[src/source/nco_pkg.sv]
////////////////////////////////////////////////////////////
// shared widths, latency, table amplitude and enums for the NCO
// referenced by scoped names from every design file
////////////////////////////////////////////////////////////

package nco_pkg;

  // sample counter and phase width
  localparam int count_w = 24;

  // coefficient is sign-magnitude: msb sign, low 24 bits magnitude
  localparam int coef_w = 25;

  // quarter-wave table addressing
  localparam int lut_aw = 8;                  // 256 entries per quadrant
  localparam int lut_depth = 2**lut_aw + 1;   // extra entry at pi/2

  // interpolation fraction, below the quadrant and address fields
  localparam int frac_w = count_w - 2 - lut_aw;

  // signed sample width and table full scale
  localparam int precision = 16;
  localparam int lut_amp = 32767;

  // counter at interpolator input to sample at output
  localparam int nco_latency = 9;

  // top two phase bits
  typedef enum logic [1:0] {
    quad_0,
    quad_1,
    quad_2,
    quad_3
  } quad_e;

  // four-phase req/ack on the config port
  typedef enum logic [1:0] {
    cfg_idle,     // waiting for req
    cfg_ack,      // ack high until req drops
    cfg_release   // one cycle gap before next accept
  } cfg_state_e;

endpackage

[src/source/phase_counter.sv]
////////////////////////////////////////////////////////////
// coefficient register behind a four-phase req/ack port
// plus the run-gated sample counter feeding the interpolator
////////////////////////////////////////////////////////////

`timescale 1ns/1ps

module phase_counter (
  input  logic                       clk,
  input  logic                       resetn,
  input  logic                       run,         // advance counter
  input  logic                       cfg_req,     // host request
  input  logic [nco_pkg::coef_w-1:0] cfg_coef,    // held with req
  output logic                       cfg_ack,
  output logic [nco_pkg::count_w-1:0] cntr,       // sample index
  output logic [nco_pkg::coef_w-1:0] coef,        // sign-magnitude
  output logic                       cntr_valid   // run, registered
);

  nco_pkg::cfg_state_e cfg_state;
  logic                cfg_accept;   // req seen in idle

  assign cfg_accept = (cfg_state == nco_pkg::cfg_idle) && cfg_req;
  assign cfg_ack    = (cfg_state == nco_pkg::cfg_ack);  // straight from state reg

  // handshake FSM, latches coef on accept
  always_ff @(posedge clk) begin
    if (!resetn) begin
      cfg_state <= nco_pkg::cfg_idle;
      coef      <= '0;
    end else begin
      case (cfg_state)
        nco_pkg::cfg_idle: begin
          if (cfg_req) begin
            coef      <= cfg_coef;
            cfg_state <= nco_pkg::cfg_ack;
          end
        end
        nco_pkg::cfg_ack: begin
          if (!cfg_req) begin
            cfg_state <= nco_pkg::cfg_release;  // ack falls here
          end
        end
        nco_pkg::cfg_release: begin
          cfg_state <= nco_pkg::cfg_idle;       // host may re-raise req now
        end
        default: begin
          cfg_state <= nco_pkg::cfg_idle;
        end
      endcase
    end
  end

  // counter moves past a value only once it went out as valid,
  // so a run-low pause resumes at the next unsent index
  always_ff @(posedge clk) begin
    if (!resetn) begin
      cntr       <= '0;
      cntr_valid <= 1'b0;
    end else begin
      cntr_valid <= run;
      if (cfg_accept) begin
        cntr <= '0;                    // restart on new coefficient
      end else if (cntr_valid) begin
        cntr <= cntr + 1'b1;
      end
    end
  end

  // ack only ever follows a request
  a_ack_needs_req: assert property (
    @(posedge clk) disable iff (!resetn)
    $rose(cfg_ack) |-> $past(cfg_req)
  ) else $error("phase_counter: cfg_ack rose without cfg_req");

  // coefficient only moves on an accepted handshake
  a_coef_on_accept: assert property (
    @(posedge clk) disable iff (!resetn)
    !$stable(coef) |-> $past(cfg_accept)
  ) else $error("phase_counter: coef changed outside handshake");

endmodule

[config.mk]
export PLATFORM = sky130hd
export DESIGN_NAME = phase_counter
export DESIGN_NICKNAME = d
export VERILOG_FILES = /design/src/source/nco_pkg.sv /design/src/source/phase_counter.sv
export SDC_FILE = /design/constraint.sdc
export NUM_CORES = 1
export LEC_CHECK = 0
export ABC_AREA = 0
export BUFFER_PORTS_ARGS = -buffer_cell sky130_fd_sc_hd__buf_4
export CAP_MARGIN = 20
export CORE_MARGIN = 5
export CORE_UTILIZATION = 52
export CTS_BUF_LIST = sky130_fd_sc_hd__clkbuf_16
export DETAILED_ROUTE_END_ITERATION = 7
export GPL_TIMING_DRIVEN = 0
export PLACE_DENSITY = 0.83
export SYNTH_ARGS = -nofsm -noshare
export SYNTH_HDL_FRONTEND = slang
export SYNTH_SLANG_ARGS = --single-unit
[constraint.sdc]
create_clock -name clk -period 3.7 [get_ports clk]
set_input_delay 0 -clock clk [delete_from_list [all_inputs] [get_ports clk]]
set_output_delay 0 -clock clk [all_outputs]
set_load 0.01 [all_outputs]
; Yosys cells after proc, flatten, opt, wreduce, memory -nomap -nowiden
; Index checks and enable logic that the tools add are counted.
[totals]
word_cells = 17
reg_bits = 52
in_bits = 29
out_inout_bits = 51
[classes]
n_addsub = 1
reduce_logical = 5
bitwise_logic = 1
muxes = 3
eq_ne = 3
[ops]
columns = op, n
row1 = "adder 24 x 1 -> 24 bit, second input constant", 1
row2 = two-way mux 2 bit, 2
row3 = "inequality test 2 bit, second input constant", 2
row4 = case mux 2 bit (2 select lines), 1
row5 = AND reduction 2 bit, 2
row6 = "equality test 2 x 1 -> 1 bit, second input constant", 1
row7 = logical NOT 2 bit, 1
row8 = OR reduction 2 bit, 1
row9 = logical AND 1 bit, 1
row10 = NOT 1 bit, 1

; Depth between registers and ports, before layout
[logic_depth]
depth_word = 3
depth_mapped = 6
ltp_nobuf = 5

; Worst setup path before layout
; No wires, ideal clock.
[synth_timing]
path_kind = register to register
startpoint = reg cntr[0] (netlist bit)
endpoint = reg cntr[14] (netlist bit)
stages_incl_launch_ff = 6
arrival_time_ps = 1851
path_buffers = 0
t_required_ps = 3630
synth_period_minus_slack_ps = 1921
slack_ps = 1779
path_cell_list = dfxtp_1 ha_1 nand3_1 or4_2 or3_1 a21oi_1
[synth_between]
elab_chain_cells = 1
[synth_rtl]
columns = item, line
row1 = "start, declared", phase_counter.sv:15  ; output logic [nco_pkg::count_w-1:0] cntr,
row2 = "start signal, assigned", phase_counter.sv:65  ; cntr <= cntr + 1'b1;
row3 = adder 24 x 1 -> 24 bit, phase_counter.sv:65
; Every way passes these cells.
; A chain may end at the register's enable or synchronous reset.

; Final worst setup path
[layout_timing]
startpoint = reg cntr[0] (netlist bit)
endpoint = reg cntr[16] (netlist bit)
; Same word-level chain as after synthesis.

==> metrics.txt <==
initial antenna violation count=0; Area Overhead vs Synth=52.9%; grt ovf=0; Routed WL=6.15 mm; area leader, netlist=dfxtp_1; total number of yosys warnings=0; cell internal pwr=1.04 mW; CTS Root Cell=clkbuf_16; worst path required time=3.92 ns; top cells by area, synth=dfxtp_1 50%, nand2_1 11%, a21boi_0 9.0%; top cell type's share of synthesized area=50.0%; vias per cell=5.31; multi-input combinational cell area=977 um^2; R2R setup slack=1.59 ns; FF-to-FF path depth=6; Cells after Synth=241; Peak Freq=0.474 GHz; Main synth FF type=dfxtp_1; Crit. End Element=flip-flop; Worst Setup EP=cntr[16]; Starting Density=52.8%; power per cell area=411 nW/um^2; number of fill cells in the layout=234; first-pass GRT wire length=10.3 mm; most common cell after layout, fill and taps aside=buf_4; EDFF count, synth=0; RD Place Congestion=0.751; Tmin final=2.11 ns; input/output buffers=79; peak fanout along the critical path=8; CTS Buf Count=5; most frequent cells in the layout=79 x buf_4, 59 x nand2_1, 52 x dfxtp_1; Design Area, Final=3180 um^2; TritonCTS clock tree=yes; core area=3940 um^2; num rows=23; syn avg cell area=8.64 um^2; Final Hold Fails=0; Synth Net Count=271; via count=2138; VDD IR max=356 uV; IO Count=80; share of post-route cells with drive strength above 1=25.5%; max cap viols=0; combinational fraction of design power=10.6%; unrepaired setup endpoints after global routing=false; switching share of power=20.8%; ANT nets after route=0; CP Launch Type=flip-flop; sequential power share=45.1%; worst hold slack=0.0181 ns; reg2reg end=cntr[16]; Clk Latency, worst-skew pair=0.29 ns; Max Slew Vio Count=0; register bit total from synthesis=52; status=completed; part of the Yosys area used for sequential elements=50.0%; Setup Buffers After CTS=0; H-tree level count=2; Sw Pwr=273 uW; Setup TNS Final=0 ns; CTS max path bufs=2; die area=5370 um^2; Post-Syn Area=2080 um^2; Final setup viols=0; # clock sinks=52; largest net degree at the start of global routing=16; clock power share=44.3%; dpl hpwl=3.62 mm; leakage=1.30 nW; antenna cells=0; GRT Util Overall=24.8%; crit path DAT=2.33 ns; DR WL/cell=15.3 um; clock-pin slew on the worst setup and hold paths=0.07 ns; Die H=73.3 um; DR iter-0 viols=155; Final Skew=0.00624 ns; Crit. Startpoint=cntr[0]; vias in the first global route=2323; max_slew headroom=68.9%; ys async rst share=0%; final net count=383; Worst Max-Slew Pin Slew=0.466 ns; Setup CP Type=reg2reg; Die W=73.3 um; drt drc=0; Area after DPL=2740 um^2; cts repair resizes=0; Storage cell area=1040 um^2; CTS Hold Bufs=26; drt first pass iters=4; Yosys cell types=28; Hold Path Class=in2reg; origin of the critical flop-to-flop path=cntr[0]; post-route clock period utilization=57.0%
cell families (layout without fill, tap and decap cells):
logic type	count (synthesis)	after routing	synth area share, %
compound gates	43	43	13.5
xor+xnor	14	14	5.89
fa+ha+maj	1	1	0.601
buf+inv	17	129	3.12
flops	52	52	50.0
mux	1	1	0.480
simple gates	113	113	26.5
registers in the layout, summed over array words and instances (netlist names):
name / cells
cntr_valid: 1
cfg_state: 2
coef: 25
cntr: 24
cell usage after synthesis (2+ instances only):
cell / n
and2_1: 2
nor2_1: 17
dfxtp_1: 52
clkbuf_1: 11
a21oi_1: 9
nor4_1: 4
o21ai_0: 8
xor2_1: 4
nand2_1: 59
nor3_1: 3
nand4_4: 2
or3_1: 8
inv_1: 5
nand3_1: 5
a21boi_0: 25
or4_1: 3
xnor2_1: 10
nand4_1: 4
through the flow:
| step | util, % | std cells | setup slack (ns) | power, mW |
|---|---|---|---|---|
| global placement | 69.5 | 370 | 1.65 | 0.709 |
| floorplan | - | 241 | 1.78 | 0.649 |
| global route | 80.8 | 403 | 1.42 | 1.35 |
| detailed placement | 69.5 | 370 | 1.59 | 0.712 |
| finish | 80.8 | 403 | 1.59 | 1.31 |
| CTS | 80.8 | 403 | 1.56 | 1.31 |
power by group through the flow:
stage	clock (mW)	combinational, mW	sequential (mW)
global route	0.610	0.151	0.592
global placement	0	0.108	0.601
CTS	0.584	0.133	0.589
finish	0.579	0.139	0.591
detailed placement	0	0.111	0.602
floorplan	0	0.0398	0.609
metal layers:
metal	share of wire, %	vias to the layer above	wire (um)	track usage (%)
met4	4.4	0	269	12.3
met1	37	1001	2280	25.4
li1	-	1033	-	-
met5	0	-	0	0
met2	50	78	3090	44.0
met3	8.3	26	511	9.30
how the worst min path moves through the flow:
stage,slack [ns],endpoint,from,cells after the start
6_report,0.02,coef[21],cfg_coef[21],3
3_5_place_dp,0.19,cfg_state[1],cfg_req,2
4_1_cts,0.005,coef[21],cfg_coef[21],3
3_3_place_gp,0.19,cfg_state[1],cfg_req,2
2_1_floorplan,0.08,cfg_state[1],cfg_req,1
5_1_grt,0.02,coef[21],cfg_coef[21],3
critical path, cell delays in order (launching register included):
cell	delay (ns)
dfxtp_1	0.44
ha_1	0.23
nand3_1	0.20
or4_1	0.52
clkbuf_1	0.18
or3_1	0.33
a21oi_1	0.15
final cells by class:
class                           count  area share, %
Buffer                             12           1.45
Inverter                            5          0.589
Multi-Input combinational cell    172           30.7
Tap cell                           50           1.96
Timing Repair Buffer              105           26.8
Sequential cell                    52           32.7
Clock inverter                      2           1.89
Clock buffer                        5           3.93
Note: power is estimated with default switching activity, not from simulation.
