$ cat src/source/nco_pkg.sv
////////////////////////////////////////////////////////////
// shared widths, latency, table amplitude and enums for the NCO
// referenced by scoped names from every design file
////////////////////////////////////////////////////////////

package nco_pkg;

  // sample counter and phase width
  localparam int count_w = 24;

  // coefficient is sign-magnitude: msb sign, low 24 bits magnitude
  localparam int coef_w = 25;

  // quarter-wave table addressing
  localparam int lut_aw = 8;                  // 256 entries per quadrant
  localparam int lut_depth = 2**lut_aw + 1;   // extra entry at pi/2

  // interpolation fraction, below the quadrant and address fields
  localparam int frac_w = count_w - 2 - lut_aw;

  // signed sample width and table full scale
  localparam int precision = 16;
  localparam int lut_amp = 32767;

  // counter at interpolator input to sample at output
  localparam int nco_latency = 9;

  // top two phase bits
  typedef enum logic [1:0] {
    quad_0,
    quad_1,
    quad_2,
    quad_3
  } quad_e;

  // four-phase req/ack on the config port
  typedef enum logic [1:0] {
    cfg_idle,     // waiting for req
    cfg_ack,      // ack high until req drops
    cfg_release   // one cycle gap before next accept
  } cfg_state_e;

endpackage

$ cat src/source/sincos_lut_if.sv
////////////////////////////////////////////////////////////
// table access between interpolator and quarter-wave table
////////////////////////////////////////////////////////////

`timescale 1ns/1ps

interface sincos_lut_if (
  input logic clk
);

  logic [nco_pkg::lut_aw-1:0]           ptr;       // table address
  logic signed [nco_pkg::precision-1:0] curr_sin;  // entry at ptr
  logic signed [nco_pkg::precision-1:0] curr_cos;
  logic signed [nco_pkg::precision-1:0] next_sin;  // entry at ptr+1
  logic signed [nco_pkg::precision-1:0] next_cos;

  // interpolator side, data comes back one clock after ptr
  modport master (input clk, output ptr,
                  input curr_sin, curr_cos, next_sin, next_cos);

  // table side
  modport lut_table (input clk, input ptr,
                     output curr_sin, curr_cos, next_sin, next_cos);

endinterface

$ cat src/source/nco_interp.sv
////////////////////////////////////////////////////////////
// phase product, quadrant map and linear interpolation, 9 stages
// drives the table through the master modport, outputs {Q,I}
////////////////////////////////////////////////////////////

`timescale 1ns/1ps

module nco_interp (
  input  logic                              clk,
  input  logic                              resetn,
  input  logic [nco_pkg::count_w-1:0]       cntr,
  input  logic [nco_pkg::coef_w-1:0]        coef,
  input  logic                              cntr_valid,
  sincos_lut_if.master                      lut,
  output logic signed [2*nco_pkg::precision-1:0] sincos,   // {Q,I}
  output logic                              sincos_valid
);

  localparam int pw = nco_pkg::precision;
  localparam int mw = nco_pkg::precision + nco_pkg::frac_w + 1;  // delta x frac

  // product stages
  logic [nco_pkg::coef_w-2:0]  mag_q;     // coefficient magnitude
  logic [nco_pkg::count_w-1:0] cntr_q;
  logic [nco_pkg::count_w-1:0] phase_q;   // low bits of mag*cntr

  // side delay lines
  nco_pkg::quad_e              quad_q [0:1];
  logic [nco_pkg::frac_w-1:0]  frac_q [0:3];
  logic                        sign_q [0:nco_pkg::nco_latency-2];
  logic                        vld_q  [0:nco_pkg::nco_latency-1];

  // table output register
  logic signed [pw-1:0] q0_curr_sin, q0_curr_cos;
  logic signed [pw-1:0] q0_next_sin, q0_next_cos;

  // after quadrant map
  logic signed [pw-1:0] map_curr_sin, map_curr_cos;
  logic signed [pw-1:0] map_next_sin, map_next_cos;

  // delta, multiply and aligned curr
  logic signed [pw-1:0] dsin_q, dcos_q;
  logic signed [mw-1:0] msin_a, mcos_a;
  logic signed [mw-1:0] msin_b, mcos_b;
  logic signed [pw-1:0] curr_sin_q [0:2];
  logic signed [pw-1:0] curr_cos_q [0:2];

  logic signed [pw-1:0] sin_sum, cos_sum, sin_out;

  // stage 1,2: product, kept reset so ptr is never unknown
  always_ff @(posedge clk) begin
    if (!resetn) begin
      mag_q   <= '0;
      cntr_q  <= '0;
      phase_q <= '0;
    end else begin
      mag_q   <= coef[nco_pkg::coef_w-2:0];
      cntr_q  <= cntr;
      phase_q <= mag_q * cntr_q;   // wraps to count_w bits
    end
  end

  // field split: quadrant | table address | fraction
  assign lut.ptr = phase_q[nco_pkg::count_w-3 -: nco_pkg::lut_aw];

  // stage 3,4: table read then table output register
  always_ff @(posedge clk) begin
    quad_q[0]   <= nco_pkg::quad_e'(phase_q[nco_pkg::count_w-1 -: 2]);
    quad_q[1]   <= quad_q[0];
    q0_curr_sin <= lut.curr_sin;
    q0_curr_cos <= lut.curr_cos;
    q0_next_sin <= lut.next_sin;
    q0_next_cos <= lut.next_cos;
  end

  // stage 5: rotate the first-quadrant pair by quad
  always_ff @(posedge clk) begin
    case (quad_q[1])
      nco_pkg::quad_1: begin
        map_curr_sin <= q0_curr_cos;
        map_curr_cos <= -q0_curr_sin;
        map_next_sin <= q0_next_cos;
        map_next_cos <= -q0_next_sin;
      end
      nco_pkg::quad_2: begin       // both negated
        map_curr_sin <= -q0_curr_sin;
        map_curr_cos <= -q0_curr_cos;
        map_next_sin <= -q0_next_sin;
        map_next_cos <= -q0_next_cos;
      end
      nco_pkg::quad_3: begin
        map_curr_sin <= -q0_curr_cos;
        map_curr_cos <= q0_curr_sin;
        map_next_sin <= -q0_next_cos;
        map_next_cos <= q0_next_sin;
      end
      default: begin               // quad_0 passes through
        map_curr_sin <= q0_curr_sin;
        map_curr_cos <= q0_curr_cos;
        map_next_sin <= q0_next_sin;
        map_next_cos <= q0_next_cos;
      end
    endcase
  end

  // stage 6..8: slope, then two-cycle multiply by fraction
  always_ff @(posedge clk) begin
    frac_q[0] <= phase_q[nco_pkg::frac_w-1:0];
    for (int i = 1; i < 4; i++) begin
      frac_q[i] <= frac_q[i-1];
    end
    dsin_q <= map_next_sin - map_curr_sin;   // small, stays within one step
    dcos_q <= map_next_cos - map_curr_cos;
    msin_a <= dsin_q * $signed({1'b0, frac_q[3]});
    mcos_a <= dcos_q * $signed({1'b0, frac_q[3]});
    msin_b <= msin_a;
    mcos_b <= mcos_a;
    curr_sin_q[0] <= map_curr_sin;
    curr_cos_q[0] <= map_curr_cos;
    for (int i = 1; i < 3; i++) begin
      curr_sin_q[i] <= curr_sin_q[i-1];
      curr_cos_q[i] <= curr_cos_q[i-1];
    end
  end

  // floor shift by frac_w, then add the base entry
  assign sin_sum = curr_sin_q[2] + msin_b[nco_pkg::frac_w +: pw];
  assign cos_sum = curr_cos_q[2] + mcos_b[nco_pkg::frac_w +: pw];
  assign sin_out = sign_q[nco_pkg::nco_latency-2] ? -sin_sum : sin_sum;  // negative coef

  // sign and valid ride along, output register at stage 9
  always_ff @(posedge clk) begin
    if (!resetn) begin
      for (int i = 0; i < nco_pkg::nco_latency - 1; i++) begin
        sign_q[i] <= 1'b0;
      end
      for (int i = 0; i < nco_pkg::nco_latency; i++) begin
        vld_q[i] <= 1'b0;
      end
      sincos <= '0;
    end else begin
      sign_q[0] <= coef[nco_pkg::coef_w-1];
      vld_q[0]  <= cntr_valid;
      for (int i = 1; i < nco_pkg::nco_latency - 1; i++) begin
        sign_q[i] <= sign_q[i-1];
      end
      for (int i = 1; i < nco_pkg::nco_latency; i++) begin
        vld_q[i] <= vld_q[i-1];
      end
      sincos <= vld_q[nco_pkg::nco_latency-2] ? {sin_out, cos_sum} : '0;
    end
  end

  assign sincos_valid = vld_q[nco_pkg::nco_latency-1];

  // idle output is zero
  a_idle_zero: assert property (
    @(posedge clk) disable iff (!resetn)
    !sincos_valid |-> (sincos == '0)
  ) else $error("nco_interp: sincos nonzero while not valid");

endmodule

$ cat src/flat_wrapper.sv
// flat-port wrapper written by rule: the top's interface ports become plain ports
module nco_interp_flat 
  (clk, resetn, cntr, coef, cntr_valid, sincos, sincos_valid, lut_ptr, lut_curr_sin, lut_curr_cos, lut_next_sin, lut_next_cos);
  sincos_lut_if lut_i (.clk(clk));
  input  logic clk;
  input  logic resetn;
  input  logic [nco_pkg::count_w-1:0] cntr;
  input  logic [nco_pkg::coef_w-1:0] coef;
  input  logic cntr_valid;
  output logic signed [2*nco_pkg::precision-1:0] sincos;
  output logic sincos_valid;
  output wire logic [$bits(lut_i.ptr)-1:0] lut_ptr;
  input wire logic [$bits(lut_i.curr_sin)-1:0] lut_curr_sin;
  input wire logic [$bits(lut_i.curr_cos)-1:0] lut_curr_cos;
  input wire logic [$bits(lut_i.next_sin)-1:0] lut_next_sin;
  input wire logic [$bits(lut_i.next_cos)-1:0] lut_next_cos;
  assign lut_ptr = lut_i.ptr;
  assign lut_i.curr_sin = lut_curr_sin;
  assign lut_i.curr_cos = lut_curr_cos;
  assign lut_i.next_sin = lut_next_sin;
  assign lut_i.next_cos = lut_next_cos;
  nco_interp u_core (.clk(clk), .resetn(resetn), .cntr(cntr), .coef(coef), .cntr_valid(cntr_valid), .lut(lut_i), .sincos(sincos), .sincos_valid(sincos_valid));
endmodule
$ cat config.mk
export PLATFORM = sky130hd
export DESIGN_NAME = nco_interp_flat
export DESIGN_NICKNAME = d
export VERILOG_FILES = /design/src/source/nco_pkg.sv /design/src/source/sincos_lut_if.sv /design/src/source/nco_interp.sv /design/src/flat_wrapper.sv
export SDC_FILE = /design/constraint.sdc
export NUM_CORES = 2
export LEC_CHECK = 0
export ABC_CLOCK_PERIOD_IN_PS = 14050
export BUFFER_PORTS_ARGS = -buffer_cell sky130_fd_sc_hd__buf_4
export CAP_MARGIN = 20
export CORE_UTILIZATION = 55
export DETAILED_ROUTE_END_ITERATION = 8
export GPL_TIMING_DRIVEN = 0
export PLACE_DENSITY_LB_ADDON = 0.1
export SYNTH_ARGS = -nofsm -noshare
export SYNTH_HDL_FRONTEND = slang
export SYNTH_SLANG_ARGS = --single-unit
$ cat constraint.sdc
create_clock -name clk -period 14.05 [get_ports clk]
set_input_delay 1.405 -clock clk [delete_from_list [all_inputs] [get_ports clk]]
set_output_delay 1.405 -clock clk [all_outputs]
set_load 0.05 [all_outputs]
# After elaboration in Yosys (flattened, before gate mapping)
# Memory sizes are Yosys's and may differ from the RTL's.
# Index checks and enable logic that the tools add are counted.
# totals
regBits,384
output_inout_bits,41
memories,6
elab_cells,81
mem_bits_rw,173
inputBits,116
# memory_table
memory,words,word_bits,read_ports,rd_ports_with_merged_regs,wr,line_no,text
u_core.frac_q,4,14,4,0,4,nco_interp.sv:29,logic [nco_pkg::frac_w-1:0] frac_q [0:3];
u_core.curr_cos_q,3,16,3,0,3,nco_interp.sv:46,logic signed [pw-1:0] curr_cos_q [0:2];
u_core.curr_sin_q,3,16,3,0,3,nco_interp.sv:45,logic signed [pw-1:0] curr_sin_q [0:2];
u_core.vld_q,9,1,9,0,9,nco_interp.sv:31,logic vld_q [0:nco_pkg::nco_latency-1];
u_core.sign_q,8,1,8,0,8,nco_interp.sv:30,logic sign_q [0:nco_pkg::nco_latency-2];
u_core.quad_q,2,2,2,0,2,nco_interp.sv:28,nco_pkg::quad_e quad_q [0:1];
# classes
bitwise_logic,17
add_sub_neg,9
n_eq_ne,3
multipliers,3
mux,24
n_reduce_logical,1
# ops
op,n
case mux 16 bit (3 select lines),4
negator 16 bit,5
multiplier 16 x 15 -> 30 bit,2
adder 16 bit,2
subtractor 16 bit,2
multiplier 24 x 24 -> 24 bit,1
two-way mux 1 bit,19
OR 1 bit,17
two-way mux 16 bit,1
"== test 2 bit, second input constant",2
"== test 2 x 1 -> 1 bit, second input constant",1
AND reduction 2 bit,1

# Depth between registers and ports, before layout
# depth
depth_word,3
mapped_depth,25
ltp_nobuf,23

# Worst setup path before layout
# No wires, ideal clock.
# synth_path
path_kind,reg-to-reg
from,mem u_core.frac_q[3][0] in the netlist's numbering
to,reg u_core.msin_a[28]
period_less_slack_ns,5.938
setup_ns,0.123
path_stages_with_launch,20
required_ns,13.927
arrival_time_ns,5.814
slack_ns,8.112
path_buffers,2
cell_sequence,dfxtp_1 clkbuf_1 clkbuf_1 nand2_1 fa_1 fa_1 inv_1 fa_1 fa_1 fa_1 fa_1 ha_1 or3_1 o21ai_0 o21ai_0 o311ai_0 a21oi_1 a211oi_1 o21bai_1 xor2_1
# synth_lines
item,line_no,text
start: declaration,nco_interp.sv:29,
end signal: assignment,nco_interp.sv:114,"msin_a <= dsin_q * $signed({1'b0, frac_q[3]});"
end: declaration,nco_interp.sv:43,"logic signed [mw-1:0] msin_a, mcos_a;"

==> flow_metrics.env <==
export IMPL_outcome="completed"
export IMPL_grt_max_degree=16
export IMPL_portBuffers=155
export IMPL_dieHeight_um=276
export IMPL_grt_setup_unrepaired="false"
export IMPL_clkTransAtPathRegs_ns=0.06
export IMPL_avgSynthCellArea_sq_um=9.61
export IMPL_ys_flop_type="dfxtp_1"
export IMPL_ys_warn_count=0
export IMPL_pin_count=157
export IMPL_grt_pass1_wl_mm=164
export IMPL_synth_seq_area_share=0.243
export IMPL_core_area_sq_mm=0.0736
export IMPL_r2r_cells=19
export IMPL_period_share=0.525
export IMPL_r2r_slack_ns=6.68
export IMPL_slowest_delay_ns=0.81
export IMPL_cts_resized=0
export IMPL_path_cells="clkbuf_1 -> clkbuf_1 -> nand2_1 -> fa_1 -> fa_1 -> inv_1 -> fa_1 -> fa_1 -> fa_1 -> fa_1 -> ha_1 -> or3_1 -> o21ai_0 -> o21ai_0 -> o311ai_0 -> a21oi_1 -> a211oi_1 -> o21bai_1 -> xor2_1"
export IMPL_start_util=0.560
export IMPL_cts_hold_buf=0
export IMPL_crit_start="u_core.frac_q[3][0]"
export IMPL_netlist_area_sq_mm=0.0412
export IMPL_grt_overflow=0
export IMPL_layout_common_cells="805 x inv_1, 643 x fa_1, 506 x and2_1"
export IMPL_wl_mm=104
export IMPL_nets=5543
export IMPL_gp_congestion=0.944
export IMPL_crit_cells=19
export IMPL_worst_pin_slew_ns=1.02
export IMPL_via_per_inst=5.17
export IMPL_slew_headroom=0.317
export IMPL_synth_net_count=5333
export IMPL_post_cts_buffers=0
export IMPL_root_buffer="clkbuf_16"
export IMPL_vias=28449
export IMPL_clk_latency_ns=0.63
export IMPL_synth_seq_cells=501
export IMPL_final_antenna_net_count=0
export IMPL_arrival_ns=7.88
export IMPL_seq_area_sq_mm=0.0100
export IMPL_period_minus_slack_ns=7.37
export IMPL_crit_path_top_delay_cell="fa_1"
export IMPL_cts_tree="done"
export IMPL_yosysTopAreaCell="fa_1"
export IMPL_fmax_ghz=0.136
export IMPL_hold_viol_final=0
export IMPL_fin_tns_setup_ns=0
export IMPL_synth_edf_count=0
export IMPL_clock_path_buffers=3
export IMPL_synthArstFlopShare=0
export IMPL_endpoint="u_core.msin_a[28]"
export IMPL_maxCapViolations=0
export IMPL_drc=0
export IMPL_grtUsageTotal=0.286
export IMPL_worst_path_buf_inv=3
export IMPL_ys_top_cells_by_area="fa_1 31%, dfxtp_1 24%, ha_1 8.7%, and2_1 7.7%, inv_1 7.3%"
export IMPL_dp_hpwl_mm=85.3
export IMPL_critPathMostFrequentCell="fa_1"
export IMPL_synth_top_area_frac=0.312
export IMPL_fp_dieArea_sq_mm=0.0760
export IMPL_area_growth_pct=10.1
export IMPL_hold_path_class="reg2reg"
export IMPL_htree_num_levels=2
export IMPL_drt_iter0_drc=1743
export IMPL_path_delay_family="adder cells"
export IMPL_antenna_found_initial=11
export IMPL_dr_pass1_iters=7
export IMPL_drive_above_1_share=0.0632
export IMPL_setup_viol=0
export IMPL_grt_pass1_vias=29652
export IMPL_crit_required_ns=14.56
export IMPL_start_kind="flip-flop"
export IMPL_slew_viol_final=0
export IMPL_fillers=6397
export IMPL_r2r_start="u_core.frac_q[3][0]"
export IMPL_netlist_instances=4288
export IMPL_rows=99
export IMPL_die_x_um=276
export IMPL_final_common_cell="inv_1"
export IMPL_clock_sinks=501
export IMPL_end_kind="flip-flop"
export IMPL_cts_buffers_inserted=53
export IMPL_wl_per_cell_um=18.9
export IMPL_rr_endpoint="u_core.msin_a[28]"
export IMPL_clock_skew_ns=0.0456
export IMPL_multi_input_area_sq_mm=0.0275
export IMPL_critPathKind="reg2reg"
export IMPL_cp_max_fo=10
export IMPL_ys_types=71
## sequential cells by signal, indices dropped and copies added (netlist names), 24 cells and up
| name | flops |
|---|---|
| u_core.sincos | 32 |
| u_core.curr_sin_q | 48 |
| u_core.mag_q | 24 |
| u_core.curr_cos_q | 48 |
| u_core.phase_q | 24 |
| u_core.frac_q | 56 |
| u_core.cntr_q | 24 |
## area by class of cell
| type | count | share of cell area |
|---|---|---|
| diodes | 1 | 0.0000552 |
| clock inverters | 31 | 0.00783 |
| plain buffers | 171 | 0.0149 |
| flip-flops and latches | 501 | 0.221 |
| inverters | 805 | 0.0666 |
| clock buffers | 68 | 0.0318 |
| well taps | 959 | 0.0265 |
| repair buffers | 155 | 0.0257 |
| multi-input cells | 2811 | 0.606 |
## kinds of logic after synthesis
kind of cell	share of synthesized area
multiplexers	0.00832
adder cells (fa/ha/maj)	0.399
AO/OA/AOI/OAI	0.0551
AND/OR/NAND/NOR	0.161
flip-flops	0.243
XOR/XNOR	0.0433
buffers and inverters	0.0898
## worst min-delay path by stage
stage / from / to / depth (start not counted)
6_report: u_core.curr_sin_q[0][9] / u_core.curr_sin_q[0][25] / 0
3_5_place_dp: u_core.curr_sin_q[0][28] / u_core.curr_sin_q[0][44] / 0
4_1_cts: u_core.msin_a[20] / u_core.msin_b[20] / 0
5_1_grt: u_core.msin_a[14] / u_core.msin_b[14] / 0
2_1_floorplan: u_core.curr_cos_q[0][0] / u_core.curr_cos_q[0][16] / 0
3_3_place_gp: u_core.curr_sin_q[0][30] / u_core.curr_sin_q[0][46] / 0
## through the flow
step / hold slack (ns) / cells / util / instance area (sq um) / worst slack (ns)
after detailed placement: 0.312 / 5402 / 0.592 / 43600 / 6.75
after floorplan: 0.310 / 4288 / - / 41200 / 8.11
final: 0.310 / 5502 / 0.616 / 45400 / 6.68
after global routing: 0.315 / 5501 / 0.616 / 45400 / 6.33
after global placement: 0.310 / 5402 / 0.592 / 43600 / 6.76
after CTS: 0.311 / 5501 / 0.616 / 45400 / 6.70
## synth_stat cells, types with 7 or more instances
library cell  count
nor2b_1          14
a31oi_1           7
nand2b_1         17
a211oi_1         25
o211ai_1         17
nor2_1          127
nor3_1           46
ha_1            286
a221oi_1         16
or3_1            31
o21ai_0          83
clkbuf_1        155
a21boi_0          8
a21o_1           18
dfxtp_1         501
xnor2_1         145
a21oi_1         115
nand2_1         440
buf_4             8
o21bai_1          7
and3_1           15
and2_1          506
nand3_1          46
xor2_1           56
o31ai_1          15
mux2i_1          23
fa_1            643
o21a_1           19
or2_2             9
inv_1           805
## metal layers
| metal | vias to the layer above | GRT usage | share of wire |
|---|---|---|---|
| met3 | 218 | 0.0505 | 0.063 |
| li1 | 13458 | - | - |
| met2 | 786 | 0.465 | 0.47 |
| met1 | 13985 | 0.377 | 0.43 |
| met5 | - | 0 | 0.00012 |
| met4 | 2 | 0.121 | 0.044 |
Power is not shown: default switching activity piles up to over one toggle a cycle in this logic, so the estimate is an artifact.
